### src/rvc_pkg.sv
package rvc_pkg;

    // ==================================================
    // widths
    // ==================================================

    localparam int CINSTR_W = 16;
    localparam int ILEN     = 32;
    localparam int REG_W    = 5;

    typedef logic [CINSTR_W-1:0] cinstr_t;
    typedef logic [ILEN-1:0]     instr_t;
    typedef logic [REG_W-1:0]    reg_idx_t;

    // ==================================================
    // base ISA encodings
    // ==================================================

    localparam logic [6:0] OPC_LOAD   = 7'b0000011;
    localparam logic [6:0] OPC_STORE  = 7'b0100011;
    localparam logic [6:0] OPC_OP_IMM = 7'b0010011;
    localparam logic [6:0] OPC_OP     = 7'b0110011;
    localparam logic [6:0] OPC_LUI    = 7'b0110111;
    localparam logic [6:0] OPC_BRANCH = 7'b1100011;
    localparam logic [6:0] OPC_JAL    = 7'b1101111;
    localparam logic [6:0] OPC_JALR   = 7'b1100111;

    localparam logic [2:0] F3_ADD = 3'b000;
    localparam logic [2:0] F3_SLL = 3'b001;
    localparam logic [2:0] F3_LW  = 3'b010;
    localparam logic [2:0] F3_XOR = 3'b100;
    localparam logic [2:0] F3_SRL = 3'b101;
    localparam logic [2:0] F3_OR  = 3'b110;
    localparam logic [2:0] F3_AND = 3'b111;
    localparam logic [2:0] F3_BEQ = 3'b000;
    localparam logic [2:0] F3_BNE = 3'b001;

    // funct7 for SUB and SRAI
    localparam logic [6:0] F7_ALT = 7'b0100000;

    localparam reg_idx_t REG_ZERO  = 5'd0;
    localparam reg_idx_t REG_RA    = 5'd1;
    localparam reg_idx_t REG_SP    = 5'd2;
    // 3-bit register fields address x8..x15
    localparam reg_idx_t REG_CBASE = 5'd8;

    // ==================================================
    // decoded operation
    // ==================================================

    typedef enum logic [4:0] {
        OP_ADDI4SPN,
        OP_LW,
        OP_SW,
        OP_NOP,
        OP_ADDI,
        OP_JAL,
        OP_LI,
        OP_ADDI16SP,
        OP_LUI,
        OP_SRLI,
        OP_SRAI,
        OP_ANDI,
        OP_SUB,
        OP_XOR,
        OP_OR,
        OP_AND,
        OP_J,
        OP_BEQZ,
        OP_BNEZ,
        OP_SLLI,
        OP_LWSP,
        OP_SWSP,
        OP_JR,
        OP_JALR,
        OP_MV,
        OP_ADD,
        OP_ILLEGAL
    } rvc_op_e;

    typedef struct packed {
        reg_idx_t rd;
        reg_idx_t rs1;
        reg_idx_t rs2;
    } rvc_regs_t;

    typedef struct packed {
        rvc_op_e op;
        logic    illegal;
    } rvc_fields_t;

    typedef struct packed {
        instr_t instr;
        logic   illegal;
    } rvc_result_t;

endpackage

### src/rvc_classifier.sv
`timescale 1ns/1ps

module rvc_classifier import rvc_pkg::*; (
    input  cinstr_t     cinstr_i,
    output rvc_fields_t fields_o
);

    logic [1:0] quad;
    logic [2:0] funct3;
    reg_idx_t   rd_full;
    reg_idx_t   rs2_full;
    logic       ci_imm_zero;
    rvc_op_e    op;

    assign quad        = cinstr_i[1:0];
    assign funct3      = cinstr_i[15:13];
    assign rd_full     = cinstr_i[11:7];
    assign rs2_full    = cinstr_i[6:2];
    assign ci_imm_zero = ({cinstr_i[12], cinstr_i[6:2]} == 6'd0);

    always_comb begin
        op = OP_ILLEGAL;

        case (quad)
            // ==================================================
            // quadrant 0
            // ==================================================
            2'b00: begin
                case (funct3)
                    // nzuimm lives in bits 12:5, also catches the all-zero word
                    3'b000: op = (cinstr_i[12:5] != 8'd0) ? OP_ADDI4SPN : OP_ILLEGAL;
                    3'b010: op = OP_LW;
                    3'b110: op = OP_SW;
                    default: op = OP_ILLEGAL;
                endcase
            end

            // ==================================================
            // quadrant 1
            // ==================================================
            2'b01: begin
                case (funct3)
                    3'b000: op = (rd_full == REG_ZERO) ? OP_NOP : OP_ADDI;
                    3'b001: op = OP_JAL;
                    3'b010: op = OP_LI;
                    3'b011: begin
                        if (rd_full == REG_SP) begin
                            op = ci_imm_zero ? OP_ILLEGAL : OP_ADDI16SP;
                        end else if (rd_full == REG_ZERO || ci_imm_zero) begin
                            op = OP_ILLEGAL;
                        end else begin
                            op = OP_LUI;
                        end
                    end
                    3'b100: begin
                        case (cinstr_i[11:10])
                            // shamt[5] must be clear on RV32
                            2'b00: op = cinstr_i[12] ? OP_ILLEGAL : OP_SRLI;
                            2'b01: op = cinstr_i[12] ? OP_ILLEGAL : OP_SRAI;
                            2'b10: op = OP_ANDI;
                            default: begin
                                if (cinstr_i[12]) begin
                                    op = OP_ILLEGAL;
                                end else begin
                                    case (cinstr_i[6:5])
                                        2'b00: op = OP_SUB;
                                        2'b01: op = OP_XOR;
                                        2'b10: op = OP_OR;
                                        default: op = OP_AND;
                                    endcase
                                end
                            end
                        endcase
                    end
                    3'b101: op = OP_J;
                    3'b110: op = OP_BEQZ;
                    default: op = OP_BNEZ;
                endcase
            end

            // ==================================================
            // quadrant 2
            // ==================================================
            2'b10: begin
                case (funct3)
                    3'b000: op = cinstr_i[12] ? OP_ILLEGAL : OP_SLLI;
                    3'b010: op = (rd_full == REG_ZERO) ? OP_ILLEGAL : OP_LWSP;
                    3'b110: op = OP_SWSP;
                    3'b100: begin
                        if (!cinstr_i[12]) begin
                            if (rs2_full != REG_ZERO) begin
                                op = OP_MV;
                            end else begin
                                op = (rd_full == REG_ZERO) ? OP_ILLEGAL : OP_JR;
                            end
                        end else if (rs2_full != REG_ZERO) begin
                            op = OP_ADD;
                        end else begin
                            // rs1 = x0 here is the ebreak word, not supported
                            op = (rd_full == REG_ZERO) ? OP_ILLEGAL : OP_JALR;
                        end
                    end
                    default: op = OP_ILLEGAL;
                endcase
            end

            // low bits 11 mean an uncompressed word
            default: op = OP_ILLEGAL;
        endcase
    end

    assign fields_o.op      = op;
    assign fields_o.illegal = (op == OP_ILLEGAL);

endmodule

### src/rvc_encoder.sv
`timescale 1ns/1ps

module rvc_encoder import rvc_pkg::*; (
    input  rvc_fields_t     fields_i,
    input  rvc_regs_t       regs_i,
    input  logic [ILEN-1:0] imm_i,
    output instr_t          instr_o
);

    typedef enum logic [2:0] {
        FMT_I,
        FMT_SH,
        FMT_S,
        FMT_B,
        FMT_U,
        FMT_J,
        FMT_R
    } fmt_e;

    fmt_e       fmt;
    logic [6:0] opc;
    logic [2:0] f3;
    logic [6:0] f7;
    instr_t     word;

    always_comb begin
        fmt = FMT_R;
        opc = '0;
        f3  = '0;
        f7  = '0;

        case (fields_i.op)
            OP_ADDI4SPN, OP_NOP, OP_ADDI, OP_LI, OP_ADDI16SP: begin
                fmt = FMT_I; opc = OPC_OP_IMM; f3 = F3_ADD;
            end
            OP_ANDI:          begin fmt = FMT_I;  opc = OPC_OP_IMM; f3 = F3_AND; end
            OP_LW, OP_LWSP:   begin fmt = FMT_I;  opc = OPC_LOAD;   f3 = F3_LW;  end
            OP_SW, OP_SWSP:   begin fmt = FMT_S;  opc = OPC_STORE;  f3 = F3_LW;  end
            OP_JR, OP_JALR:   begin fmt = FMT_I;  opc = OPC_JALR;   f3 = F3_ADD; end
            OP_J, OP_JAL:     begin fmt = FMT_J;  opc = OPC_JAL;                 end
            OP_LUI:           begin fmt = FMT_U;  opc = OPC_LUI;                 end
            OP_BEQZ:          begin fmt = FMT_B;  opc = OPC_BRANCH; f3 = F3_BEQ; end
            OP_BNEZ:          begin fmt = FMT_B;  opc = OPC_BRANCH; f3 = F3_BNE; end
            OP_SLLI:          begin fmt = FMT_SH; opc = OPC_OP_IMM; f3 = F3_SLL; end
            OP_SRLI:          begin fmt = FMT_SH; opc = OPC_OP_IMM; f3 = F3_SRL; end
            OP_SRAI: begin
                fmt = FMT_SH; opc = OPC_OP_IMM; f3 = F3_SRL; f7 = F7_ALT;
            end
            OP_SUB:           begin opc = OPC_OP; f3 = F3_ADD; f7 = F7_ALT; end
            OP_XOR:           begin opc = OPC_OP; f3 = F3_XOR; end
            OP_OR:            begin opc = OPC_OP; f3 = F3_OR;  end
            OP_AND:           begin opc = OPC_OP; f3 = F3_AND; end
            OP_MV, OP_ADD:    begin opc = OPC_OP; f3 = F3_ADD; end
            default: ;
        endcase
    end

    // ==================================================
    // format packing
    // ==================================================

    always_comb begin
        case (fmt)
            FMT_I:  word = {imm_i[11:0], regs_i.rs1, f3, regs_i.rd, opc};
            FMT_SH: word = {f7, imm_i[4:0], regs_i.rs1, f3, regs_i.rd, opc};
            FMT_S:  word = {imm_i[11:5], regs_i.rs2, regs_i.rs1, f3, imm_i[4:0], opc};
            FMT_B:  word = {imm_i[12], imm_i[10:5], regs_i.rs2, regs_i.rs1, f3,
                            imm_i[4:1], imm_i[11], opc};
            FMT_U:  word = {imm_i[31:12], regs_i.rd, opc};
            FMT_J:  word = {imm_i[20], imm_i[10:1], imm_i[11], imm_i[19:12],
                            regs_i.rd, opc};
            default: word = {f7, regs_i.rs2, regs_i.rs1, f3, regs_i.rd, opc};
        endcase
    end

    // every base instruction ends in 11
    assign instr_o = {word[ILEN-1:2], 2'b11};

endmodule

### src/rvc_expander.sv
`timescale 1ns/1ps

module rvc_expander import rvc_pkg::*; (
    input  logic        clk,
    input  logic        rst_n_i,
    input  logic        valid_i,
    output logic        ready_o,
    input  cinstr_t     cinstr_i,
    output logic        valid_o,
    input  logic        ready_i,
    output rvc_result_t result_o
);

    rvc_fields_t     fields;
    rvc_regs_t       regs;
    logic [ILEN-1:0] imm;
    instr_t          instr;
    rvc_result_t     result_d;
    rvc_result_t     result_q;
    logic            valid_q;
    logic            accept;

    // ==================================================
    // decode datapath
    // ==================================================

    rvc_classifier u_classifier (
        .cinstr_i (cinstr_i),
        .fields_o (fields)
    );

    rvc_reg_map u_reg_map (
        .cinstr_i (cinstr_i),
        .fields_i (fields),
        .regs_o   (regs)
    );

    rvc_imm_gen u_imm_gen (
        .cinstr_i (cinstr_i),
        .fields_i (fields),
        .imm_o    (imm)
    );

    rvc_encoder u_encoder (
        .fields_i (fields),
        .regs_i   (regs),
        .imm_i    (imm),
        .instr_o  (instr)
    );

    assign result_d.instr   = instr;
    assign result_d.illegal = fields.illegal;

    // ==================================================
    // output stage
    // ==================================================

    // the stage frees up in the same cycle its item leaves
    assign ready_o = !valid_q || ready_i;
    assign accept  = valid_i && ready_o;

    always_ff @(posedge clk or negedge rst_n_i) begin
        if (!rst_n_i) begin
            valid_q  <= 1'b0;
            result_q <= '0;
        end else begin
            if (ready_o) begin
                valid_q <= valid_i;
            end
            if (accept) begin
                result_q <= result_d;
            end
        end
    end

    assign valid_o  = valid_q;
    assign result_o = result_q;

endmodule

### src/rvc_imm_gen.sv
`timescale 1ns/1ps

module rvc_imm_gen import rvc_pkg::*; (
    input  cinstr_t         cinstr_i,
    input  rvc_fields_t     fields_i,
    output logic [ILEN-1:0] imm_o
);

    logic            s;
    logic [ILEN-1:0] imm_ci;
    logic [ILEN-1:0] imm_addi4spn;
    logic [ILEN-1:0] imm_lw;
    logic [ILEN-1:0] imm_lwsp;
    logic [ILEN-1:0] imm_swsp;
    logic [ILEN-1:0] imm_addi16sp;
    logic [ILEN-1:0] imm_lui;
    logic [ILEN-1:0] imm_shamt;
    logic [ILEN-1:0] imm_jump;
    logic [ILEN-1:0] imm_branch;

    // bit 12 is the sign for every signed compressed immediate
    assign s = cinstr_i[12];

    // ==================================================
    // zero-extended offsets
    // ==================================================

    // nzuimm[9:6|5:4|3|2]
    assign imm_addi4spn = {22'd0, cinstr_i[10:7], cinstr_i[12:11],
                           cinstr_i[5], cinstr_i[6], 2'b00};

    // uimm[6|5:3|2], shared by c.lw and c.sw
    assign imm_lw = {25'd0, cinstr_i[5], cinstr_i[12:10], cinstr_i[6], 2'b00};

    // uimm[7:6|5|4:2]
    assign imm_lwsp = {24'd0, cinstr_i[3:2], cinstr_i[12], cinstr_i[6:4], 2'b00};

    // uimm[7:6|5:2]
    assign imm_swsp = {24'd0, cinstr_i[8:7], cinstr_i[12:9], 2'b00};

    assign imm_shamt = {27'd0, cinstr_i[6:2]};

    // ==================================================
    // sign-extended values
    // ==================================================

    assign imm_ci = {{26{s}}, s, cinstr_i[6:2]};

    // nzimm[9|8:7|6|5|4], scaled by 16
    assign imm_addi16sp = {{22{s}}, s, cinstr_i[4:3], cinstr_i[5],
                           cinstr_i[2], cinstr_i[6], 4'b0000};

    // nzimm[17:12] lands in the upper immediate
    assign imm_lui = {{14{s}}, s, cinstr_i[6:2], 12'd0};

    // offset[11|10|9:8|7|6|5|4|3:1]
    assign imm_jump = {{20{s}}, s, cinstr_i[8], cinstr_i[10:9], cinstr_i[6],
                       cinstr_i[7], cinstr_i[2], cinstr_i[11], cinstr_i[5:3], 1'b0};

    // offset[8|7:6|5|4:3|2:1]
    assign imm_branch = {{23{s}}, s, cinstr_i[6:5], cinstr_i[2],
                         cinstr_i[11:10], cinstr_i[4:3], 1'b0};

    always_comb begin
        case (fields_i.op)
            OP_ADDI4SPN:                    imm_o = imm_addi4spn;
            OP_LW, OP_SW:                   imm_o = imm_lw;
            OP_LWSP:                        imm_o = imm_lwsp;
            OP_SWSP:                        imm_o = imm_swsp;
            OP_NOP, OP_ADDI, OP_LI, OP_ANDI: imm_o = imm_ci;
            OP_ADDI16SP:                    imm_o = imm_addi16sp;
            OP_LUI:                         imm_o = imm_lui;
            OP_SRLI, OP_SRAI, OP_SLLI:      imm_o = imm_shamt;
            OP_J, OP_JAL:                   imm_o = imm_jump;
            OP_BEQZ, OP_BNEZ:               imm_o = imm_branch;
            // register forms and jr/jalr carry no immediate
            default:                        imm_o = '0;
        endcase
    end

endmodule

### src/rvc_reg_map.sv
`timescale 1ns/1ps

module rvc_reg_map import rvc_pkg::*; (
    input  cinstr_t     cinstr_i,
    input  rvc_fields_t fields_i,
    output rvc_regs_t   regs_o
);

    reg_idx_t r_full_a;
    reg_idx_t r_full_b;
    reg_idx_t r_comp_a;
    reg_idx_t r_comp_b;

    assign r_full_a = cinstr_i[11:7];
    assign r_full_b = cinstr_i[6:2];
    assign r_comp_a = REG_CBASE | {2'b00, cinstr_i[9:7]};
    assign r_comp_b = REG_CBASE | {2'b00, cinstr_i[4:2]};

    always_comb begin
        regs_o = '0;

        case (fields_i.op)
            OP_ADDI4SPN: begin
                regs_o.rd  = r_comp_b;
                regs_o.rs1 = REG_SP;
            end
            OP_LW: begin
                regs_o.rd  = r_comp_b;
                regs_o.rs1 = r_comp_a;
            end
            OP_SW: begin
                regs_o.rs1 = r_comp_a;
                regs_o.rs2 = r_comp_b;
            end
            OP_NOP, OP_ADDI, OP_SLLI: begin
                regs_o.rd  = r_full_a;
                regs_o.rs1 = r_full_a;
            end
            OP_JAL:  regs_o.rd = REG_RA;
            OP_J:    regs_o.rd = REG_ZERO;
            OP_LI: begin
                regs_o.rd  = r_full_a;
                regs_o.rs1 = REG_ZERO;
            end
            OP_ADDI16SP: begin
                regs_o.rd  = REG_SP;
                regs_o.rs1 = REG_SP;
            end
            OP_LUI:  regs_o.rd = r_full_a;
            OP_SRLI, OP_SRAI, OP_ANDI: begin
                regs_o.rd  = r_comp_a;
                regs_o.rs1 = r_comp_a;
            end
            OP_SUB, OP_XOR, OP_OR, OP_AND: begin
                regs_o.rd  = r_comp_a;
                regs_o.rs1 = r_comp_a;
                regs_o.rs2 = r_comp_b;
            end
            OP_BEQZ, OP_BNEZ: begin
                regs_o.rs1 = r_comp_a;
                regs_o.rs2 = REG_ZERO;
            end
            OP_LWSP: begin
                regs_o.rd  = r_full_a;
                regs_o.rs1 = REG_SP;
            end
            OP_SWSP: begin
                regs_o.rs1 = REG_SP;
                regs_o.rs2 = r_full_b;
            end
            OP_JR: begin
                regs_o.rd  = REG_ZERO;
                regs_o.rs1 = r_full_a;
            end
            OP_JALR: begin
                regs_o.rd  = REG_RA;
                regs_o.rs1 = r_full_a;
            end
            OP_MV: begin
                regs_o.rd  = r_full_a;
                regs_o.rs1 = REG_ZERO;
                regs_o.rs2 = r_full_b;
            end
            OP_ADD: begin
                regs_o.rd  = r_full_a;
                regs_o.rs1 = r_full_a;
                regs_o.rs2 = r_full_b;
            end
            default: regs_o = '0;
        endcase
    end

endmodule

### config.mk
export PLATFORM = sky130hd
export DESIGN_NAME = rvc_expander
export DESIGN_NICKNAME = d
export VERILOG_FILES = /design/src/rvc_pkg.sv /design/src/rvc_classifier.sv /design/src/rvc_encoder.sv /design/src/rvc_expander.sv /design/src/rvc_imm_gen.sv /design/src/rvc_reg_map.sv
export SDC_FILE = /design/constraint.sdc
export NUM_CORES = 1
export LEC_CHECK = 0
export BUFFER_PORTS_ARGS = -buffer_cell sky130_fd_sc_hd__buf_2
export CORE_ASPECT_RATIO = 0.6
export CORE_MARGIN = 10
export CORE_UTILIZATION = 42
export CTS_CLUSTER_SIZE = 28
export DETAILED_ROUTE_END_ITERATION = 10
export PLACE_DENSITY_LB_ADDON = 0.05
export SETUP_SLACK_MARGIN = 0.5
export SYNTH_ARGS = -nofsm -noshare
export SYNTH_HDL_FRONTEND = slang
export SYNTH_SLANG_ARGS = --single-unit
### constraint.sdc
create_clock -name clk -period 2.2 [get_ports clk]
set_input_delay 0.22 -clock clk [delete_from_list [all_inputs] [get_ports clk]]
set_output_delay 0.22 -clock clk [all_outputs]
set_load 0.02 [all_outputs]
==> After elaboration in Yosys (flattened, before gate mapping) <==
Index checks and enable logic that the tools add are counted.
{ "totals": {"in_bits": 20, "output_inout_bits": 35, "register_bits": 34, "elab_cells": 116} }
{ "classes": {"n_eq_ne": 44, "reduce_logical": 39, "muxes": 30} }
{ "op_table": {"columns": ["op", "n"], "rows": [
  ["$pmux W32 S10", 1],
  ["$pmux W32 S6", 1],
  ["$pmux W5 S3", 4],
  ["$pmux W7 S8", 1],
  ["$eq A5 B5 Y1 const B", 11],
  ["$mux W5", 10],
  ["$eq A5 B4 Y1 const B", 8],
  ["$pmux W3 S6", 2],
  ["$pmux W5 S7", 1],
  ["$pmux W5 S5", 1],
  ["$reduce_or A2 Y1", 12],
  ["$eq A5 B3 Y1 const B", 4],
  ["$pmux W5 S4", 1],
  ["$mux W4", 4],
  ["$eq A3 B3 Y1 const B", 5],
  ["$eq A5 B2 Y1 const B", 3],
  ["$eq A3 B2 Y1 const B", 4],
  ["$reduce_or A4 Y1", 3],
  ["$reduce_or A6 Y1", 2],
  ["$reduce_or A11 Y1", 1],
  ["$logic_not A5 Y1", 2],
  ["$pmux W5 S2", 1],
  ["$reduce_or A10 Y1", 1],
  ["$reduce_or A9 Y1", 1],
  ["other kinds (19)", 29]
]} }

==> Longest topological paths before layout <==
{ "depth": {"depth_word": 11, "ltp_mapped": 14, "mapped_depth_nobuf": 11} }

==> Hierarchy <==
Synthesis repeated with hierarchy kept, for this count alone.
{ "unflattened": {"cells_unflattened": 490, "hier_area_um2": 4176.5} }
{ "by_module_without_submodules": {"columns": ["module", "cells_each", "seq_area_each_um2", "area_per_inst_um2", "instances"], "rows": [
  ["rvc_expander", 73, 850.8, 1427.6, 1],
  ["rvc_encoder", 129, 0.0, 907.1, 1],
  ["rvc_imm_gen", 128, 0.0, 824.5, 1],
  ["rvc_classifier", 79, 0.0, 514.2, 1],
  ["rvc_reg_map", 81, 0.0, 503.0, 1]
]} }

==> Least setup slack after synthesis <==
No wires, ideal clock.
{ "synth_path": {"path_type": "input-to-reg", "startpoint": "input cinstr_i[11]", "endpoint": "register result_q (netlist bit result_o[27])", "arrival_ns": 2.418, "slack_ns": -0.344, "required_ns": 2.074, "n_path_buf": 1, "setup_time_ns": 0.126, "stages": 10, "path_cell_list": "or4_4 -> a211oi_4 -> o21ba_4 -> o31a_1 -> buf_6 -> nor2_8 -> xnor2_1 -> a22o_1 -> a32o_1 -> a221o_1"} }
{ "synth_between": {"elab_chain_len": 11, "word_cells_on_any_way": 58, "classes_between": "eq/ne (27); mux (18); reduce/logical (13)"} }
{ "synth_rtl": {"columns": ["item", "line", "text"], "rows": [
  ["start, declared", "rvc_expander.sv:8", "input cinstr_t cinstr_i,"],
  ["$logic_not A5 Y1", null, null],
  ["$mux W4, or another cell as far along", "rvc_classifier.sv:100", "op = (rd_full == REG_ZERO) ? OP_ILLEGAL : OP_JALR;"],
  ["$mux W5 (on tied branches)", "rvc_classifier.sv:96, rvc_classifier.sv:49, rvc_classifier.sv:91", null],
  ["$mux W5 (on tied branches)", "rvc_classifier.sv:90, rvc_classifier.sv:47", null],
  ["$pmux W5 S4 / $pmux W5 S7 (equally long branches)", "rvc_classifier.sv:85, rvc_classifier.sv:42", null],
  ["$pmux W5 S3 *", "rvc_classifier.sv:24", "case (quad)"],
  ["$eq A5 B2 Y1, or another cell as far along", "rvc_encoder.sv:32, rvc_imm_gen.sv:65", null],
  ["$reduce_or A10 Y1 (no line), or another cell as far along", null, null],
  ["$pmux W3 S6", "rvc_encoder.sv:32", "case (fields_i.op)"],
  ["$eq A3 B3 Y1, or another cell as far along", "rvc_encoder.sv:63", "case (fmt)"],
  ["$pmux W32 S6 *", "rvc_encoder.sv:63", null],
  ["end signal, assigned", "rvc_expander.sv:71", "result_q <= result_d;"],
  ["end, declared", "rvc_expander.sv:19", "rvc_result_t result_q;"]
]} }
Every way passes the cells marked *; elsewhere a longest branch is shown, timed or not.
A chain may end at the register's enable or synchronous reset.

==> Worst setup path after layout <==
{ "layout_path": {"startpoint": "input cinstr_i[10]", "endpoint": "register result_q (netlist bit result_o[27])"} }
Same word-level chain as after synthesis.

==> flow_metrics.py <==
metrics = {
    "status": {
        "status": "finished, violations left",
        "violations": "negative setup slack",
    },
    "sta": {
        "fin_setup_tns_ps": -10590,
        "drv_slew": 0,
        "fmax_mhz": 373,
        "hold_viol_final": 0,
        "clock_skew_ps": 4.51,
        "setup_viol": 31,
        "setup_ws_ps": -481,
        "holdWs_ps": 15.8,
        "rsz0062_at_grt": "true",
        "timing.final.crit_share": 1.22,
        "relSlewSlack": 0.468,
        "layout_min_cycle_time_ps": 2680,
        "worst_pin_slew_ps": 798,
    },
    "route": {
        "drtPass1Iterations": 6,
        "detail-route-antenna-nets": 0,
        "post_drt_via_cell_ratio": 6.77,
        "drtIter0Drc": 883,
        "wirelength_um": 20400,
        "num_vias": 5377,
        "wire_per_inst_um": 25.7,
        "drcViolationCount": 0,
    },
    "setup_path": {
        "cp_max_fo": 5,
        "worstPathArrival_ps": 2840,
        "reg2reg_depth": 7,
        "critPathKind": "in2reg",
        "cp.required_ps": 2360,
        "crit_path_start_kind": "input port",
        "endpoint_kind": "register",
    },
    "clock_network": {
        "cts.sinks": 33,
        "cts_buffers": 5,
        "clockBufferDepth": 2,
        "clock_latency_ps": 280,
        "cts_hold_buf": 0,
        "cts_tree": "done",
        "cts-root-buf": "clkbuf_16",
        "path_clk_slew_ps": 60,
        "h-tree-depth": 2,
    },
    "synth": {
        "yosysWarningCount": 0,
        "synthesis.nets": 472,
        "synthFlopType": "dfrtp_1",
        "syn_area_um2": 3470,
        "ys_ff_latch": 33,
        "synth_seq_area_share": 0.238,
        "synthTopCellsByArea": "dfrtp_1 24%, nand2_1 5.1%, a21oi_1 4.9%",
        "synth_common_cells": "47 x nand2_1, 40 x nor2_1, 34 x a21oi_1, 33 x dfrtp_1, 27 x o21ai_0",
        "avgSynthCellArea_um2": 7.75,
        "synthCells": 448,
        "yosysTopAreaCell": "dfrtp_1",
        "yosysMostFrequentCell": "nand2_1",
        "synth_top_area_frac": 0.238,
        "ys_types": 76,
        "ys_async_sr_fraction": 1.00,
        "synth-edff-count": 0,
    },
    "cells_and_area": {
        "fin_cells": 794,
        "syn_to_final_growth_pct": 90.6,
        "drive_above_1_share": 0.605,
        "n_antenna_cell": 0,
        "nFillCells": 451,
        "final_nets": 709,
        "utilization": 0.833,
    },
    "global_route": {
        "grt_pass1_vias": 4860,
        "grt_max_degree": 34,
        "overflow": 0,
        "grt_antenna_before_repair": 0,
        "grt_pass1_wl_um": 28300,
        "track_usage": 0.290,
    },
    "job": {
        "maxCapViolCount": 0,
    },
    "floorplanning": {
        "rows": 25,
        "coreArea_um2": 7950,
        "die_area_um2": 12400,
        "ios": 55,
        "die_height_um": 90.4,
        "die_x_um": 137,
        "start_util": 0.437,
    },
    "pwr": {
        "powerDensity_nw_per_um2": 538,
        "power_leakage_nw": 2.86,
        "ir_drop_mv": 0.373,
    },
    "place": {
        "routabilityCongestion": 1.10,
        "dpl.cell_count": 734,
        "dp_hpwl_um": 13800,
        "place_ws_ps": -860,
        "numPortBuffers": 54,
    },
    "min_path": {
        "min_path_type": "in2async",
    },
}
==> layout make-up <==
class                      instances  area (um^2)  area share
multi-input combinational        364         3160       0.478
timing repair buffer             270         2320       0.350
sequential                        33          826       0.125
tap                              108          135      0.0204
clock buffer                       6          129      0.0195
inverter                          11         41.3     0.00624
clock inverter                     2         10.0     0.00151
==> registers in the layout, indices dropped and copies added (netlist names) <==
name      flops
valid_o       1
result_o     32
==> per-layer routing <==
metal | routed length, um | track usage | vias up
met3 | 2900 | 0.0939 | 143
met4 | 1040 | 0.0629 | 0
met2 | 8430 | 0.408 | 513
met5 | 0 | 0 | -
li1 | - | - | 2201
met1 | 8030 | 0.414 | 2520
==> power by group <==
| part | total [mW] | switching, mW | internal, mW |
|---|---|---|---|
| Clock | 0.693 | 0.277 | 0.416 |
| Combinational | 2.10 | 1.17 | 0.928 |
| Sequential | 0.774 | 0.0610 | 0.713 |
==> final timing paths <==
kind,from,end,slack [ps]
hold reg to reg,result_o[8]$_DFFE_PN0P_,result_o[8]$_DFFE_PN0P_,490
max in group asynchronous,rst_n_i,result_o[25]$_DFFE_PN0P_,1670
setup / recovery,cinstr_i[10],result_o[27]$_DFFE_PN0P_,-480
min in group clk,valid_i,valid_o$_DFFE_PN0N_,150
setup reg to reg,valid_o$_DFFE_PN0N_,result_o[22]$_DFFE_PN0P_,490
hold / removal,rst_n_i,result_o[13]$_DFFE_PN0P_,20
==> what timing repair did <==
item | CTS | global route
pin swaps | 49 | 63
setup buffers | 34 | 17
gates resized for setup | 115 | 86
cloned | 1 | 0
setup endpoints to repair | 31 | 31
hold endpoints to repair | 0 | 0
==> kinds of logic (layout without fill, tap and decap cells) <==
logic type	count (synthesis)	in the layout	synth area share
compound gates	195	195	0.420
flops	33	33	0.238
simple gates	158	158	0.232
mux	2	2	0.00612
fa+ha+maj	6	6	0.0202
buf+inv	51	289	0.0760
xor+xnor	3	3	0.00757
==> critical path: stages <==
cell and delay (ps):
buf_8 100, or4_4 600, a211oi_4 210, buf_4 150, o21ba_4 120, o31a_1 250, buf_6 160, nor2_8 60
xnor2_2 170, a22o_1 230, a32o_2 250, a221o_1 300
==> stage by stage <==
stage	power [mW]	instance area [um^2]
after global placement	2.32	5160
after floorplan	1.63	3720
after global routing	3.68	6620
final	3.56	6620
after detailed placement	2.34	5160
after CTS	3.27	6110
==> placed cells by master, fill, tap and decap left out, types with 5 or more instances in the layout <==
master,count
a21oi_2,12
nand2_8,5
dfrtp_1,33
nor3_1,7
nand2_2,5
o21ai_1,15
o211ai_1,8
nor2_4,9
buf_8,6
buf_12,15
a31oi_1,12
nand2_1,33
buf_6,43
nand2b_1,7
nor2b_1,7
a21oi_4,6
inv_1,9
o21a_1,5
clkbuf_16,5
nand3_1,10
a211oi_2,7
nand4_1,6
a221o_1,5
o22ai_1,7
a22oi_1,5
nor2_1,31
nand3_4,5
buf_4,156
o21ai_0,10
buf_2,49
o21ai_4,6
a21oi_1,18
o21ai_2,11
Note: power is estimated with default switching activity, not from simulation.
